## config.mk

```make
export PLATFORM = sky130hd
export DESIGN_NAME = aes_spi_out
export DESIGN_NICKNAME = d
export VERILOG_FILES = /design/src/aes_pkg.sv /design/src/aes_spi_out.sv
export SDC_FILE = /design/constraint.sdc
export NUM_CORES = 1
export LEC_CHECK = 0
export ABC_AREA = 1
export CAP_MARGIN = 25
export CORE_MARGIN = 2
export CORE_UTILIZATION = 30
export DETAILED_ROUTE_END_ITERATION = 12
export DONT_BUFFER_PORTS = 1
export SLEW_MARGIN = 20
export SYNTH_ARGS = -nofsm -noshare
export SYNTH_HDL_FRONTEND = slang
export SYNTH_SLANG_ARGS = --single-unit
```

## constraint.sdc

```tcl
create_clock -name clk -period 1.53 [get_ports clk]
set_clock_uncertainty 0.2 [all_clocks]
set_input_delay 0.306 -clock clk [delete_from_list [all_inputs] [get_ports clk]]
set_output_delay 0.306 -clock clk [all_outputs]
set_load 0.01 [all_outputs]
```

## src/aes_pkg.sv

```systemverilog
//////////////////////////////////////////////////
// aes package
// widths, block and word types, round constants
// and the GF(2^8) helpers behind the S-box
//////////////////////////////////////////////////

package aes_pkg;

	// sizes for AES-128, Nk = Nb = 4, Nr = 10
	localparam int block_bits = 128;
	localparam int word_bits = 32;
	localparam int num_rounds = 10;

	// state, key, plaintext or ciphertext
	typedef logic [block_bits-1:0] block_t;
	// one column of the state
	typedef logic [word_bits-1:0] word_t;
	typedef logic [7:0] byte_t;
	// round index 0 to 10
	typedef logic [3:0] round_t;

	// low byte of x^8+x^4+x^3+x+1
	localparam byte_t gf_poly = 8'h1b;

	// rcon[i] = x^(i-1) in the top byte
	localparam word_t rcon_table [1:num_rounds] = '{
		32'h01000000,
		32'h02000000,
		32'h04000000,
		32'h08000000,
		32'h10000000,
		32'h20000000,
		32'h40000000,
		32'h80000000,
		32'h1b000000,
		32'h36000000
	};

	//////////////////////////////////////////////////
	// GF(2^8) arithmetic
	//////////////////////////////////////////////////

	// multiply by x, reduce when bit 7 falls off
	function automatic byte_t gf_xtime(input byte_t a);
		byte_t shifted;
		shifted = {a[6:0], 1'b0};
		return a[7] ? (shifted ^ gf_poly) : shifted;
	endfunction

	// shift-and-add multiply, one partial product per bit of b
	function automatic byte_t gf_mul(input byte_t a, input byte_t b);
		byte_t acc;
		byte_t x;
		acc = 8'h00;
		x = a;
		for (int i = 0; i < 8; i++) begin
			if (b[i])
				acc = acc ^ x;
			x = gf_xtime(x);
		end
		return acc;
	endfunction

	//////////////////////////////////////////////////
	// S-box
	//////////////////////////////////////////////////

	// inverse as a^254 = a^2 * a^4 * ... * a^128
	// zero stays zero, so the affine map gives 8'h63
	function automatic byte_t sbox_byte(input byte_t a);
		byte_t inv;
		byte_t p;
		inv = 8'h01;
		p = a;
		for (int i = 1; i < 8; i++) begin
			// p walks through a^2, a^4 .. a^128
			p = gf_mul(p, p);
			inv = gf_mul(inv, p);
		end
		// affine map, the inverse xor its left rotations by 1 to 4
		return inv
			^ {inv[6:0], inv[7]}
			^ {inv[5:0], inv[7:6]}
			^ {inv[4:0], inv[7:5]}
			^ {inv[3:0], inv[7:4]}
			^ 8'h63;
	endfunction

endpackage

```

## src/aes_spi_out.sv

```systemverilog
//////////////////////////////////////////////////
// aes_spi_out
// captures the ciphertext when done rises and
// shifts it out msb first on falling sck
//////////////////////////////////////////////////

module aes_spi_out import aes_pkg::*; (
	input  logic   clk,
	input  logic   reset,
	input  block_t ciphertext,
	input  logic   done,
	input  logic   sck_fall,
	output logic   sdo
);

	// done from the previous cycle
	logic done_q;
	logic done_rise;
	// top bit drives sdo once captured
	block_t out_shift;

	assign done_rise = done & ~done_q;

	always_ff @(posedge clk) begin
		if (reset) begin
			done_q <= 1'b0;
			out_shift <= '0;
		end else begin
			done_q <= done;
			if (done_rise)
				out_shift <= ciphertext;
			else if (sck_fall)
				// next bit onto sdo, host samples before rising sck
				out_shift <= {out_shift[126:0], 1'b0};
		end
	end

	// bit 127 shows straight away in the capture cycle
	assign sdo = done_rise ? ciphertext[127] : out_shift[127];

endmodule

```

Word level (Yosys, flattened, before mapping) --
Index checks and enable logic that the tools add are counted.
Storage, ports and cells: output and inout port bits 1, input bits 132, logic and storage cells 8, register bits 129
Cells by class: bitwise operators 2, mux-type cells 3, reductions and logical operators 1
Operator list (count):
- $mux 128 | 2
- $reduce_bool 2->1 | 1
- $and 1x1->1 | 1
- $mux 1 | 1
- $not 1->1 | 1

Logic depth before layout (Yosys ltp) --
depth in word-level cells 3, depth in mapped cells 8, gate-level depth less buffers 6

Least setup slack after synthesis --
OpenSTA, ideal clock, no wires.
kind input -> output, start point input done, end point output sdo, data required time 1024 ps, arrival time 975 ps, stages on the path 5, buffers on the path 2, path slack 49 ps, path through buf_4 > buf_4 > inv_2 > nor2_1 > o21ai_0
Between the ends: cells in the longest elaborated chain, start to end 2
Ends and longest elaborated chain:
- start, declared | RTL line aes_spi_out.sv:11 | input logic done,
- $and 1x1->1 | RTL line aes_spi_out.sv:22 | assign done_rise = done & ~done_q;
- $mux 1 | RTL line aes_spi_out.sv:39 | assign sdo = done_rise ? ciphertext[127] : out_shift[127];
- end, declared | RTL line aes_spi_out.sv:13 | output logic sdo
No other way between the ends.

Worst setup path in the final report --
start point register done_q, end point output sdo
Between the ends: cells in the longest elaborated chain, start to end 3
Ends and longest elaborated chain:
- start, declared | RTL line aes_spi_out.sv:17 | logic done_q;
- start signal, assigned | RTL line aes_spi_out.sv:29 | done_q <= done;
- $not 1->1 | RTL line aes_spi_out.sv:22
- $and 1x1->1 | RTL line aes_spi_out.sv:22
- $mux 1 | RTL line aes_spi_out.sv:39
No other way between the ends.

==> flow_summary_export.csv <==
group,metric,value,unit
run_status,status,"finished with violations",
run_status,violations,"hold timing, setup timing",
final_layout,final_nets,1208,
worst_hold_path,hp-start,"reset",
worst_hold_path,hold_class,"in2reg",
route,drcViolationCount,0,
final_layout,drive_gt1_frac,0.06336,
critical_path,reg2reg_depth,7,
route,num_vias,6579,
timing,fmax,629.0,MHz
timing,setup_viol,1,
route,postRouteAntennaNets,0,
synthesis,muxShareOfSynthArea,0,
clocking,cts_hold_buf,4,
placement,place_area,7129,um^2
pwr,p_leak,3.867,nW
synthesis,synth_nets,1261,
final_layout,final_area,7945,um^2
critical_path,crit_path_max_fanout,3,
synthesis,ys_warn_count,0,
route,wire_per_inst,13.13,um
synthesis,ys_types,13,
critical_path,r2r_end,"out_shift[28]",
grt,grt.total_usage,0.1457,
timing,fin_crit_sh,1.039,
critical_path,critical_path_required,1.02,ns
grt,grt_busiest_layer,"met2",
synthesis,synth_area,6972,um^2
pwr,power_density,1170,nW/um^2
grt,use_met1,0.1816,
route,via_per_inst,4.788,
placement,hpwl,10.07,mm
synthesis,synth_top_family_by_area,"simple AND/OR/NAND/NOR gates",
grt,grt_max_degree,130,
critical_path,cp_top_family,"flip-flops",
synthesis,synth_simple_gate_area_frac,0.3912,
critical_path,path_buf_inv,1,
synthesis,syn_avg_cell_area,6.175,um^2
clocking,numCtsBuffers,17,
placement,port_buffers,0,
clocking,cts_sinks,129,
route,dr.pass1.iters,5,
synthesis,synthCells,1129,
critical_path,critPathKind,"reg2out",
critical_path,r2r_start,"done_q",
synthesis,ys_seq_elements,129,
grt,grt_first_pass_wirelength,29.01,mm
floorplan,fp-row-count,55,
clocking,h-tree-depth,4,
final_layout,final_core_util,0.3499,
synthesis,yosysSeqAreaShare,0.3704,
floorplan,fp.coreArea,22710,um^2
final_layout,diodes,0,
grt,grt-ovfl-total,0,
grt,grt_use_met2,0.2473,
timing,slew_headroom,0.7927,
grt,first_global_vias,6103,
clocking,cts.reportedPaths.clkPinSlew,0.06,ns
grt,antenna_found_initial,0,
route,drt_iter0_drc,383,
floorplan,die_area,24480,um^2
critical_path,worst_setup_path_start_kind,"register",
timing,worst_pin_slew,0.3110,ns
final_layout,area_growth,13.96,%
synthesis,synth_xor_area_frac,0,
timing,period_needed,1.590,ns
worst_hold_path,whs_path_depth,1,
timing,rsz0062_at_grt,"true",
clocking,cts_root_buf,"clkbuf_16",
route,wirelength,18.05,mm
worst_hold_path,hold_end,"out_shift[113]",
grt,use_met3,0.04016,
pwr,ir_drop,663.1,uV
final_layout,layout_commonest_cell,"nand2_1",
clocking,cts_tree,"yes",
run,drv_cap,0,
timing,hold_viol,127,
placement,gp_congestion,0.7204,
timing,layout_setup_ws,-0.05991,ns
clocking,clock_latency,0.42,ns
critical_path,slowest_stage,"dfxtp_2",
synthesis,synthAdderAreaFrac,0,
final_layout,final_cell_mix,"nand2_1, nand3_1, inv_1",
floorplan,num_io_pins,133,
pwr,power,9.300,mW
synthesis,synth_compound_area_frac,0.09189,
critical_path,worst_path_largest_cell_delay,0.31,ns
critical_path,r2r_slack,0.05,ns
floorplan,die_h,156.4,um
floorplan,fp.dieW,156.4,um
timing,whs,-0.2349,ns
critical_path,crit_chain,"nor2_1, buf_4, nand2_4, o21ai_2",
clocking,cts_buffer_depth,2,
floorplan,start_util,0.3070,
critical_path,cp.arrival,1.08,ns
timing,slew_viol_final,0,
critical_path,critPathCaptureType,"output port",
synthesized netlist by cell type, drive strengths merged:
master,number,area [um^2]
a21oi,127,635.6
clkbuf,32,120.1
inv,133,499.2
nand2,385,1445
o21ai,1,5.000
dfxtp,129,2582
nor2,3,11.26
nand3,254,1271
buf,65,401.6
power breakdown:
| part | switching [mW] | internal [mW] | total [mW] |
|---|---|---|---|
| clock | 1.61 | 2.81 | 4.43 |
| sequential | 0.127 | 3.63 | 3.76 |
| combinational | 0.641 | 0.476 | 1.12 |
worst max path at each step:
stage                      start             to  slack [ns]  depth (start not counted)
after detailed placement  done_q  out_shift[72]        0.10                          6
final                     done_q            sdo       -0.06                          4
after global placement    done_q  out_shift[74]        0.13                          7
after CTS                 done_q            sdo       -0.10                          4
after floorplan             done            sdo        0.05                          5
after global routing      done_q            sdo       -0.12                          4
layer usage:
layer  vias to the layer above  part of all wire
li1                       3458                 -
met1                      2990              0.49
met2                       119              0.47
met3                        12             0.037
met4                         0            0.0081
met5                         -                 0
logic make-up (layout without fill, tap and decap cells):
| kind of cell | after synthesis | in the layout |
|---|---|---|
| AO/OA/AOI/OAI | 128 | 128 |
| buffers and inverters | 230 | 190 |
| flip-flops | 129 | 129 |
| AND/OR/NAND/NOR | 642 | 642 |
layout make-up:
class	instances	area (um^2)
fillers	2520	14760
multi-input cells	770	3422
flip-flops and latches	129	2585
inverters	133	509.2
clock buffers	19	452.9
repair buffers	25	434.2
well taps	285	356.6
clock inverters	13	185.2
repair_timing:
item | CTS | global route
hold endpoints to repair | 129 | 127
buffers inserted | 1 | 0
resized for setup | 4 | 14
cloned | 0 | 3
setup endpoints to repair | 1 | 22
pin swaps | 1 | 1
worst reg2reg max path: stages, from the launching register on:
cell	delay [ns]
dfxtp_2	0.32
buf_4	0.13
inv_8	0.05
nand2_8	0.12
buf_12	0.16
buf_12	0.19
nand3_1	0.12
a21oi_2	0.14
registers in the layout, summed over array words and instances, names as in the netlist:
register,cells
out_shift,128
done_q,1
per-stage QoR:
step           TNS [ns]  setup WS (ns)  cells
2_1_floorplan         0        0.04946   1129
3_3_place_gp          0         0.1324   1335
3_5_place_dp          0         0.1015   1335
4_1_cts         -0.1000        -0.1000   1372
5_1_grt         -0.8427        -0.1226   1374
6_report       -0.05991       -0.05991   1374
(Power assumes the default switching activity.)
