File: config.mk
export PLATFORM = sky130hd
export DESIGN_NAME = aes_spi_in
export DESIGN_NICKNAME = d
export VERILOG_FILES = /design/src/aes_pkg.sv /design/src/aes_spi_in.sv
export SDC_FILE = /design/constraint.sdc
export NUM_CORES = 1
export LEC_CHECK = 0
export ABC_CLOCK_PERIOD_IN_PS = 12100
export BUFFER_PORTS_ARGS = -buffer_cell sky130_fd_sc_hd__buf_2
export CAP_MARGIN = 25
export CORE_MARGIN = 2
export CORE_UTILIZATION = 30
export CTS_CLUSTER_SIZE = 8
export DETAILED_ROUTE_END_ITERATION = 10
export SYNTH_ARGS = -nofsm -noshare
export SYNTH_HDL_FRONTEND = slang
export SYNTH_SLANG_ARGS = --single-unit
File: constraint.sdc
create_clock -name clk -period 12.1 [get_ports clk]
set_input_delay 0.605 -clock clk [delete_from_list [all_inputs] [get_ports clk]]
set_output_delay 0.605 -clock clk [all_outputs]
set_load 0.005 [all_outputs]
File: src/aes_pkg.sv
//////////////////////////////////////////////////
// aes package
// widths, block and word types, round constants
// and the GF(2^8) helpers behind the S-box
//////////////////////////////////////////////////

package aes_pkg;

	// sizes for AES-128, Nk = Nb = 4, Nr = 10
	localparam int block_bits = 128;
	localparam int word_bits = 32;
	localparam int num_rounds = 10;

	// state, key, plaintext or ciphertext
	typedef logic [block_bits-1:0] block_t;
	// one column of the state
	typedef logic [word_bits-1:0] word_t;
	typedef logic [7:0] byte_t;
	// round index 0 to 10
	typedef logic [3:0] round_t;

	// low byte of x^8+x^4+x^3+x+1
	localparam byte_t gf_poly = 8'h1b;

	// rcon[i] = x^(i-1) in the top byte
	localparam word_t rcon_table [1:num_rounds] = '{
		32'h01000000,
		32'h02000000,
		32'h04000000,
		32'h08000000,
		32'h10000000,
		32'h20000000,
		32'h40000000,
		32'h80000000,
		32'h1b000000,
		32'h36000000
	};

	//////////////////////////////////////////////////
	// GF(2^8) arithmetic
	//////////////////////////////////////////////////

	// multiply by x, reduce when bit 7 falls off
	function automatic byte_t gf_xtime(input byte_t a);
		byte_t shifted;
		shifted = {a[6:0], 1'b0};
		return a[7] ? (shifted ^ gf_poly) : shifted;
	endfunction

	// shift-and-add multiply, one partial product per bit of b
	function automatic byte_t gf_mul(input byte_t a, input byte_t b);
		byte_t acc;
		byte_t x;
		acc = 8'h00;
		x = a;
		for (int i = 0; i < 8; i++) begin
			if (b[i])
				acc = acc ^ x;
			x = gf_xtime(x);
		end
		return acc;
	endfunction

	//////////////////////////////////////////////////
	// S-box
	//////////////////////////////////////////////////

	// inverse as a^254 = a^2 * a^4 * ... * a^128
	// zero stays zero, so the affine map gives 8'h63
	function automatic byte_t sbox_byte(input byte_t a);
		byte_t inv;
		byte_t p;
		inv = 8'h01;
		p = a;
		for (int i = 1; i < 8; i++) begin
			// p walks through a^2, a^4 .. a^128
			p = gf_mul(p, p);
			inv = gf_mul(inv, p);
		end
		// affine map, the inverse xor its left rotations by 1 to 4
		return inv
			^ {inv[6:0], inv[7]}
			^ {inv[5:0], inv[7:6]}
			^ {inv[4:0], inv[7:5]}
			^ {inv[3:0], inv[7:4]}
			^ 8'h63;
	endfunction

endpackage

File: src/aes_spi_in.sv
//////////////////////////////////////////////////
// aes_spi_in
// serial input side, brings sck, sdi and load
// into clk and shifts in plaintext then key
//////////////////////////////////////////////////

module aes_spi_in import aes_pkg::*; (
	input  logic   clk,
	input  logic   reset,
	input  logic   sck,
	input  logic   sdi,
	input  logic   load,
	output logic   sck_fall,
	output logic   start,
	output logic   clear,
	output block_t plaintext,
	output block_t key
);

	// two sync flops plus one more for edge detect
	logic [2:0] sck_sync;
	logic [2:0] load_sync;
	// sdi only needs the two sync flops, it lines up with sck_sync[1]
	logic [1:0] sdi_sync;
	logic sck_rise;

	always_ff @(posedge clk) begin
		if (reset) begin
			sck_sync <= '0;
			load_sync <= '0;
			sdi_sync <= '0;
		end else begin
			sck_sync <= {sck_sync[1:0], sck};
			load_sync <= {load_sync[1:0], load};
			sdi_sync <= {sdi_sync[0], sdi};
		end
	end

	// edge pulses, one clk cycle each
	assign sck_rise = sck_sync[1] & ~sck_sync[2];
	assign sck_fall = ~sck_sync[1] & sck_sync[2];
	assign start = ~load_sync[1] & load_sync[2];
	assign clear = load_sync[1] & ~load_sync[2];

	// 256-bit shift register, plaintext over key
	// msb first, so the first bit ends up at plaintext[127]
	always_ff @(posedge clk) begin
		if (sck_rise && load_sync[1])
			{plaintext, key} <= {plaintext[126:0], key, sdi_sync[1]};
	end

endmodule

## Yosys cells after proc, flatten, opt, wreduce, memory -nomap -nowiden

Index checks and enable logic that the tools add are counted.

| operators by class | value |
|---|---|
| bitwise logic cells | 8 |
| reduce and logical (&&, ||, !) cells | 1 |

Operators with widths:

| cell | number |
|---|---|
| $and A1 B1 Y1 | 4 |
| $not A1 Y1 | 4 |
| $logic_and A1 B1 Y1 | 1 |

| word-level totals | value |
|---|---|
| output and inout port bits | 259 |
| bits in registers | 264 |

## Longest topological paths before layout

Gate-level depths: netlist of run 1.

| depth | value |
|---|---|
| depth in word-level cells | 3 |
| gate-level depth with buffers | 1 |
| mapped depth without buffers | 1 |

## Worst setup path after synthesis of run 1

Ideal clock, no wire load.

| timing | value |
|---|---|
| path type | register -> register |
| start point | reg sck_sync[2] |
| end point | reg key[0], enable pin |
| stages on the path, launching flop included | 2 |
| path buffers | 0 |
| setup slack | 5,215 ps |
| required time | 11,450 ps |
| data arrival time | 6,234 ps |
| cell sequence | dfxtp_1 > and3b_1 |

| on the way | value |
|---|---|
| word-level cells in the longest chain between the ends | 3 |

Ends and longest elaborated chain:

| what | RTL line | text |
|---|---|---|
| from (decl) | aes_spi_in.sv:21 | `logic [2:0] sck_sync;` |
| from (signal assigned) | aes_spi_in.sv:33 | `sck_sync <= {sck_sync[1:0], sck};` |
| $not A1 Y1 | aes_spi_in.sv:40 | `assign sck_rise = sck_sync[1] & ~sck_sync[2];` |
| $and A1 B1 Y1 | aes_spi_in.sv:40 |  |
| $logic_and A1 B1 Y1 | aes_spi_in.sv:48 | `if (sck_rise && load_sync[1])` |
| to (signal assigned) | aes_spi_in.sv:49 | `{plaintext, key} <= {plaintext[126:0], key, sdi_sync[1]};` |
| to (decl) | aes_spi_in.sv:17 | `output block_t key` |

Every way passes these cells.
A chain may end at the register's enable or synchronous reset.

## Worst setup path in the final report of run 1

| timing | value |
|---|---|
| start point | reg sck_sync[2] |
| end point | reg plaintext[38], enable pin |

| on the way | value |
|---|---|
| word-level cells in the longest chain between the ends | 3 |

Ends and longest elaborated chain:

| what | RTL line | text |
|---|---|---|
| $not A1 Y1 | aes_spi_in.sv:40 |  |
| $and A1 B1 Y1 | aes_spi_in.sv:40 |  |
| $logic_and A1 B1 Y1 | aes_spi_in.sv:48 |  |
| to (signal assigned) | aes_spi_in.sv:49 |  |
| to (decl) | aes_spi_in.sv:16 | `output block_t plaintext,` |

Every way passes these cells.

==> results of run 1 <==
-- layer usage --
| layer | up-vias | routed length [microns] | track usage [%] |
|---|---|---|---|
| li1 | 1722 | - | - |
| met1 | 1958 | 7091 | 14.93 |
| met2 | 271 | 7143 | 16.65 |
| met3 | 32 | 1989 | 5.228 |
| met4 | 0 | 420 | 4.535 |
| met5 | - | 0 | 0 |
-- worst max path at each step --
stage / start / to / slack (ns)
3_5_place_dp: sck_sync[2]$_SDFF_PP0_ / plaintext[103]$_DFFE_PP_ / 9.19
6_report: sck_sync[2]$_SDFF_PP0_ / plaintext[38]$_DFFE_PP_ / 9.51
4_1_cts: sck_sync[2]$_SDFF_PP0_ / plaintext[127]$_DFFE_PP_ / 9.22
2_1_floorplan: sck_sync[2]$_SDFF_PP0_ / key[0]$_DFFE_PP_ / 5.22
5_1_grt: sck_sync[2]$_SDFF_PP0_ / plaintext[110]$_DFFE_PP_ / 9.36
3_3_place_gp: sck_sync[2]$_SDFF_PP0_ / plaintext[111]$_DFFE_PP_ / 9.32
-- layout by cell type, fill, tap and decap left out --
| cell | n |
|---|---|
| and3b_4 | 1 |
| buf_16 | 2 |
| buf_2 | 263 |
| buf_4 | 3 |
| clkbuf_1 | 7 |
| clkbuf_16 | 41 |
| clkbuf_8 | 1 |
| clkinvlp_4 | 1 |
| dfxtp_1 | 8 |
| edfxtp_1 | 256 |
| nor2b_1 | 11 |
-- power groups by stage --
stage	registers [uW]	clock network (uW)	logic, uW
6_report	996	952	7.43
5_1_grt	995	1020	8.31
4_1_cts	995	985	7.17
3_5_place_dp	1010	0	7.21
3_3_place_gp	1010	0	6.96
2_1_floorplan	1010	0	3.15
-- registers in the layout, summed over array words and instances, names as in the netlist --
| signal | count |
|---|---|
| plaintext | 128 |
| load_sync | 3 |
| key | 128 |
| sck_sync | 3 |
| sdi_sync | 2 |
-- through the flow --
step	power, uW	hold WS [ns]	instance area, sq um
floorplan	1017	0.3855	7925
global placement	1019	0.3964	9687
detailed placement	1020	0.3950	9687
CTS	1988	0.3138	10760
global route	2020	0.3417	10820
finish	1955	0.3360	10820
-- final cells by class --
type                            instances  area, sq um
Tap cell                              335        419.2
Multi-Input combinational cell         12        81.33
Fill cell                            2303        15170
Clock inverter                          1        7.507
Timing Repair Buffer                  268         1394
Clock buffer                           49         1066
Sequential cell                       264         7848
-- kinds of logic after synthesis --
group / Yosys count / share of synthesized area (%)
flip-flops: 264 / 99.02
AND/OR/NAND/NOR: 12 / 0.9789
==> reports/metrics.yaml, run 1 <==
status: "finished clean"
final_cells: 929
drt_first_pass_iters: 4
endpoint_required_time_on_the_critical_path_ns: 12.25
layout-drive-gt1-share_pct: 52.53
source_of_the_worst_register_to_register_timing_path: "sck_sync[2]$_SDFF_PP0_"
number_of_antenna_violations_at_the_first_check_in_global_routing: 0
cts_repair_resize_count: 0
vias_per_cell: 4.287
whs_path_depth: 2
synth-edff-count: 256
detailed_place_hpwl_microns: 10790
core-area_sq_um: 25980
syn-mean-instance-area_sq_um: 28.71
antenna-diode-count: 0
grt_pass1_vias: 4037
clock_power_share_pct: 48.7
avgRoutedWirePerCell_microns: 17.92
internal-power_uw: 1602
clkTransAtPathRegs_ns: 0.05
path_cells: "and3b_4 -> buf_4 -> buf_4 -> buf_16"
fmax_mhz: 386.4
tritoncts_num_sinks: 264
cellLeakagePower_uw: 0.002949
worst_r2r_endpoint: "plaintext[38]$_DFFE_PP_"
net-switching-power_uw: 353.1
max_stage_delay_ns: 0.67
finalHoldViolations: 0
cts_tree: "yes"
rsz0062_at_grt: "no"
cpLargestDelayFamily: "buffers and inverters"
cp_num_buf_inv: 3
drt_wl_total_microns: 16650
cts_buffer_depth: 3
power.density_nw_per_um2: 180.7
power_frac_seq_pct: 50.9
row_count: 59
floorplan.die_area_sq_um: 27730
setup_ws_ns: 9.512
switching_share_pct: 18.06
syn_inst: 276
register_to_register_setup_slack_ns: 9.51
timing.critical_path.arrival_ns: 2.73
h-tree-depth: 2
nature_of_the_critical_path_endpoint: "flop"
maxSlewViolCount: 0
cts.root.buffer_cell: "clkbuf_16"
synth.net_count: 281
ys_types: 4
synth-main-ff-cell: "edfxtp_1"
routed-via-count: 3983
design.portCount: 264
worst-r2r-cell-count: 4
postLayoutCoreUtil_pct: 41.62
crit_cells: 4
dp_worst_setup_slack_ns: 9.189
first_iter_violations: 341
relative_area_change_from_synthesis_to_final_layout_pct: 36.47
mappedNetlistArea_sq_um: 7925
die_w_microns: 166.5
cpMaxStageDelayCell: "buf_4"
floorplan.initialDensity_pct: 30.50
yosys_register_bits: 264
tightest_slew_ns: 0.7960
yosysSeqAreaShare_pct: 99.02
path_type_of_the_worst_setup_path: "flop to flop"
path_max_fanout: 80
routabilityCongestion: 0.8072
num-nets-final: 590
fin_tns_setup_ns: 0
hold_start: "sdi"
netlist.top_cell.by_area: "edfxtp_1"
skew_ns: 0.01064
grtUsageTotal_pct: 11.43
async_flop_share_pct: 0
postRouteAntennaNets: 0
portBuffers: 263
power.combinational.fraction_pct: 0.4
synth.area.top_cells: "edfxtp_1, dfxtp_1, nor2b_1"
cp-start-kind: "flop"
globalRoute.totalOverflow: 0
clkLatencyLatePin_ns: 0.49
yosysMostFrequentCell: "edfxtp_1"
finalSetupViolCount: 0
hold_path_class: "primary input to flop"
die_y_microns: 166.5
setup_fix_bufs_post_cts: 0
slew_headroom_pct: 46.93
largest_vdd_supply_drop_v: 0.0001488
post_synth_most_frequent_cells: "edfxtp_1, nor2b_1, dfxtp_1"
global_route_wire_length_before_repair_microns: 24790
cts_hold_buf: 0
synth_top_area_share_pct: 97.00
critical_path.most_common_cell: "buf_4"
final_clock_period_utilization_by_the_worst_path_pct: 21.39
min_delay_worst_endpoint: "sdi_sync[0]$_SDFF_PP0_"
period_minus_slack_ns: 2.588
place_inst: 877
max-cap-violations: 0
pin_count_of_the_biggest_net_entering_global_routing: 94
tritoncts.num_buffers: 39
drc: 0
synth.yosys.warnings: 0
Note: power is estimated with default switching activity, not from simulation.
==> inputs of run 2 (changes only) <==
--- a/config.mk
+++ b/config.mk
@@ -5,7 +5,7 @@
 export SDC_FILE = /design/constraint.sdc
 export NUM_CORES = 1
 export LEC_CHECK = 0
-export ABC_CLOCK_PERIOD_IN_PS = 12100
+export ABC_CLOCK_PERIOD_IN_PS = 2300
 export BUFFER_PORTS_ARGS = -buffer_cell sky130_fd_sc_hd__buf_2
 export CAP_MARGIN = 25
 export CORE_MARGIN = 2
==> constraint.sdc (replaced) <==
create_clock -name clk -period 2.3 [get_ports clk]
set_input_delay 0.115 -clock clk [delete_from_list [all_inputs] [get_ports clk]]
set_output_delay 0.115 -clock clk [all_outputs]
set_load 0.005 [all_outputs]
==> run 2 against run 1 <==
Against the previous run:
- cell count up 1.5%
- critical path depth decreased by 2
- via count rose by 3.3%
- non-clock buffer count up 15
- global-route usage rose by 0.49 points
- count of clock-buffer cells in the layout unchanged
- worst setup slack worse by 8.8 ns
- die area stayed put
- flip-flop and latch count stayed put
- clock power rose to 5.2 times the previous value
- critical path type unchanged
- largest cell class unchanged
==> reports/metrics.yaml, run 2 (synthesis results as in run 1) <==
whs_path_depth: 0  # -2
postRouteAntennaNets: 0  # unchanged
antenna-diode-count: 0  # unchanged
final_cells: 943  # +1.5%
setup_fix_bufs_post_cts: 0  # unchanged
final_clock_period_utilization_by_the_worst_path_pct: 68.11  # +47 points
max-cap-violations: 0  # unchanged
cts_buffer_depth: 3  # unchanged
power.density_nw_per_um2: 935.1  # +420%
skew_ns: 0.01110  # +0.0004551 ns
cellLeakagePower_uw: 0.003022  # +2.5%
design.portCount: 264  # unchanged
hold_path_class: "flop to flop"
timing.critical_path.arrival_ns: 1.70  # -1.03 ns
tritoncts.num_buffers: 38  # -2.6%
cp-start-kind: "flop"
number_of_antenna_violations_at_the_first_check_in_global_routing: 0  # unchanged
maxSlewViolCount: 0  # unchanged
row_count: 59  # unchanged
design_power_total_uw: 10240  # +420%
global_route_wire_length_before_repair_microns: 25620  # +3.3%
core-area_sq_um: 25980  # unchanged
source_of_the_worst_register_to_register_timing_path: "sck_sync[2]$_SDFF_PP0_"
grtUsageTotal_pct: 11.92  # +0.49 points
endpoint_required_time_on_the_critical_path_ns: 2.43  # -9.82 ns
floorplan.die_area_sq_um: 27730  # unchanged
first_iter_violations: 404  # +18%
finalSetupViolCount: 0  # unchanged
rsz0062_at_grt: "no"
pin_count_of_the_biggest_net_entering_global_routing: 87  # -7.4%
relative_area_change_from_synthesis_to_final_layout_pct: 38.17
vias_per_cell: 4.362  # +1.7%
status: "finished clean"
hold_start: "sdi_sync[1]$_SDFF_PP0_"
drt_first_pass_iters: 4  # unchanged
fmax_mhz: 638.4  # +65%
clkTransAtPathRegs_ns: 0.05  # about the same
die_w_microns: 166.5  # unchanged
worst_r2r_endpoint: "key[124]$_DFFE_PP_"
nature_of_the_critical_path_endpoint: "flop"
slew_headroom_pct: 68.85  # +22 points
routed-via-count: 4113  # +3.3%
largest_vdd_supply_drop_v: 0.0006449  # +330%
globalRoute.totalOverflow: 0  # unchanged
register_to_register_setup_slack_ns: 0.73  # -8.78 ns
worst-r2r-cell-count: 2  # -2
path_type_of_the_worst_setup_path: "flop to flop"
layout-drive-gt1-share_pct: 52.30  # -0.22 points
layout.cells.most_common_list: "buf_2, edfxtp_1, clkbuf_16"
die_y_microns: 166.5  # unchanged
cts.root.buffer_cell: "clkbuf_16"
clkLatencyLatePin_ns: 0.50  # about the same
h-tree-depth: 2  # unchanged
floorplan.initialDensity_pct: 30.50  # unchanged
routabilityCongestion: 0.8082  # +0.12%
cts_repair_resize_count: 0  # unchanged
layout.cells.most_common: "buf_2"
period_minus_slack_ns: 1.566  # -1.021 ns
grt_pass1_vias: 4084  # +1.2%
tritoncts_num_sinks: 264  # unchanged
path_max_fanout: 86  # +7.5%
tightest_slew_ns: 0.4672  # -0.3288 ns
finalHoldViolations: 0  # unchanged
num-nets-final: 604  # +2.4%
drt_wl_total_microns: 17180  # +3.2%
detailed_place_hpwl_microns: 11760  # +9.0%
cts_tree: "yes"
min_delay_worst_endpoint: "key[0]$_DFFE_PP_"
portBuffers: 263  # unchanged
place_inst: 887  # +1.1%
avgRoutedWirePerCell_microns: 18.22  # +1.7%
drc: 0  # unchanged
run 2: cell count changes in the layout (fill, tap and decap cells not counted), sizes merged:
| cell | change |
|---|---|
| buf | +8 |
| clkinvlp | -1 |
| dlygate4sd3 | +7 |
run 2: worst max path at each step:
| stage | endpoint | depth (start not counted) | slack [ns] | startpoint |
|---|---|---|---|---|
| detailed placement | key[15]$_DFFE_PP_ | 3 | 0.75 | sck_sync[2]$_SDFF_PP0_ |
| global placement | key[17]$_DFFE_PP_ | 3 | 0.78 | sck_sync[2]$_SDFF_PP0_ |
| global route | key[55]$_DFFE_PP_ | 2 | 0.68 | sck_sync[2]$_SDFF_PP0_ |
| finish | key[124]$_DFFE_PP_ | 2 | 0.73 | sck_sync[2]$_SDFF_PP0_ |
| CTS | plaintext[23]$_DFFE_PP_ | 2 | 0.75 | sck_sync[2]$_SDFF_PP0_ |
| floorplan | key[0]$_DFFE_PP_ | 1 | -0.64 | sck_sync[2]$_SDFF_PP0_ |
run 2: timing repair:
item / in CTS / in global routing
endpoints found under the setup margin: 0 / 0
hold endpoints to repair: 8 / 0
hold buffers: 7 / 0
run 2: cell type report:
cell class | instances | area, sq um
clock buffers | 49 | 1056
fillers | 2291 | 15030
multi-input cells | 12 | 81.33
flip-flops and latches | 264 | 7848
well taps | 335 | 419.2
repair buffers | 283 | 1546
run 2: layer usage:
metal,track usage (%),routed length [microns],up-vias
li1,-,-,1751
met1,15.91,7319,2038
met2,17.23,7295,294
met3,5.751,2245,30
met4,3.748,318,0
met5,0,0,-
run 2: where the power goes:
| part | total (uW) | internal (uW) | switching [uW] |
|---|---|---|---|
| Combinational | 51.2 | 24.4 | 26.8 |
| Sequential | 5240 | 5230 | 7.08 |
| Clock | 4950 | 3140 | 1810 |
| Total | 10200 | 8400 | 1840 |
run 2: through the flow:
stage          hold WS [ns]  cell area [sq um]  utilization, %  setup TNS, ns  setup slack [ns]
6_report             0.4069              10950           42.14              0            0.7336
5_1_grt              0.4274              10950           42.14              0            0.6831
4_1_cts              0.4009              10950           42.14              0            0.7453
3_5_place_dp         0.3326               9824           37.81              0            0.7471
3_3_place_gp         0.3237               9824           37.81              0            0.7772
2_1_floorplan        0.1866               7929               -        -164.67           -0.6433
run 2: worst max-delay path: stages (launching register included):
cell and delay, ns:
dfxtp_1 0.30, and3b_4 0.43, buf_12 0.38
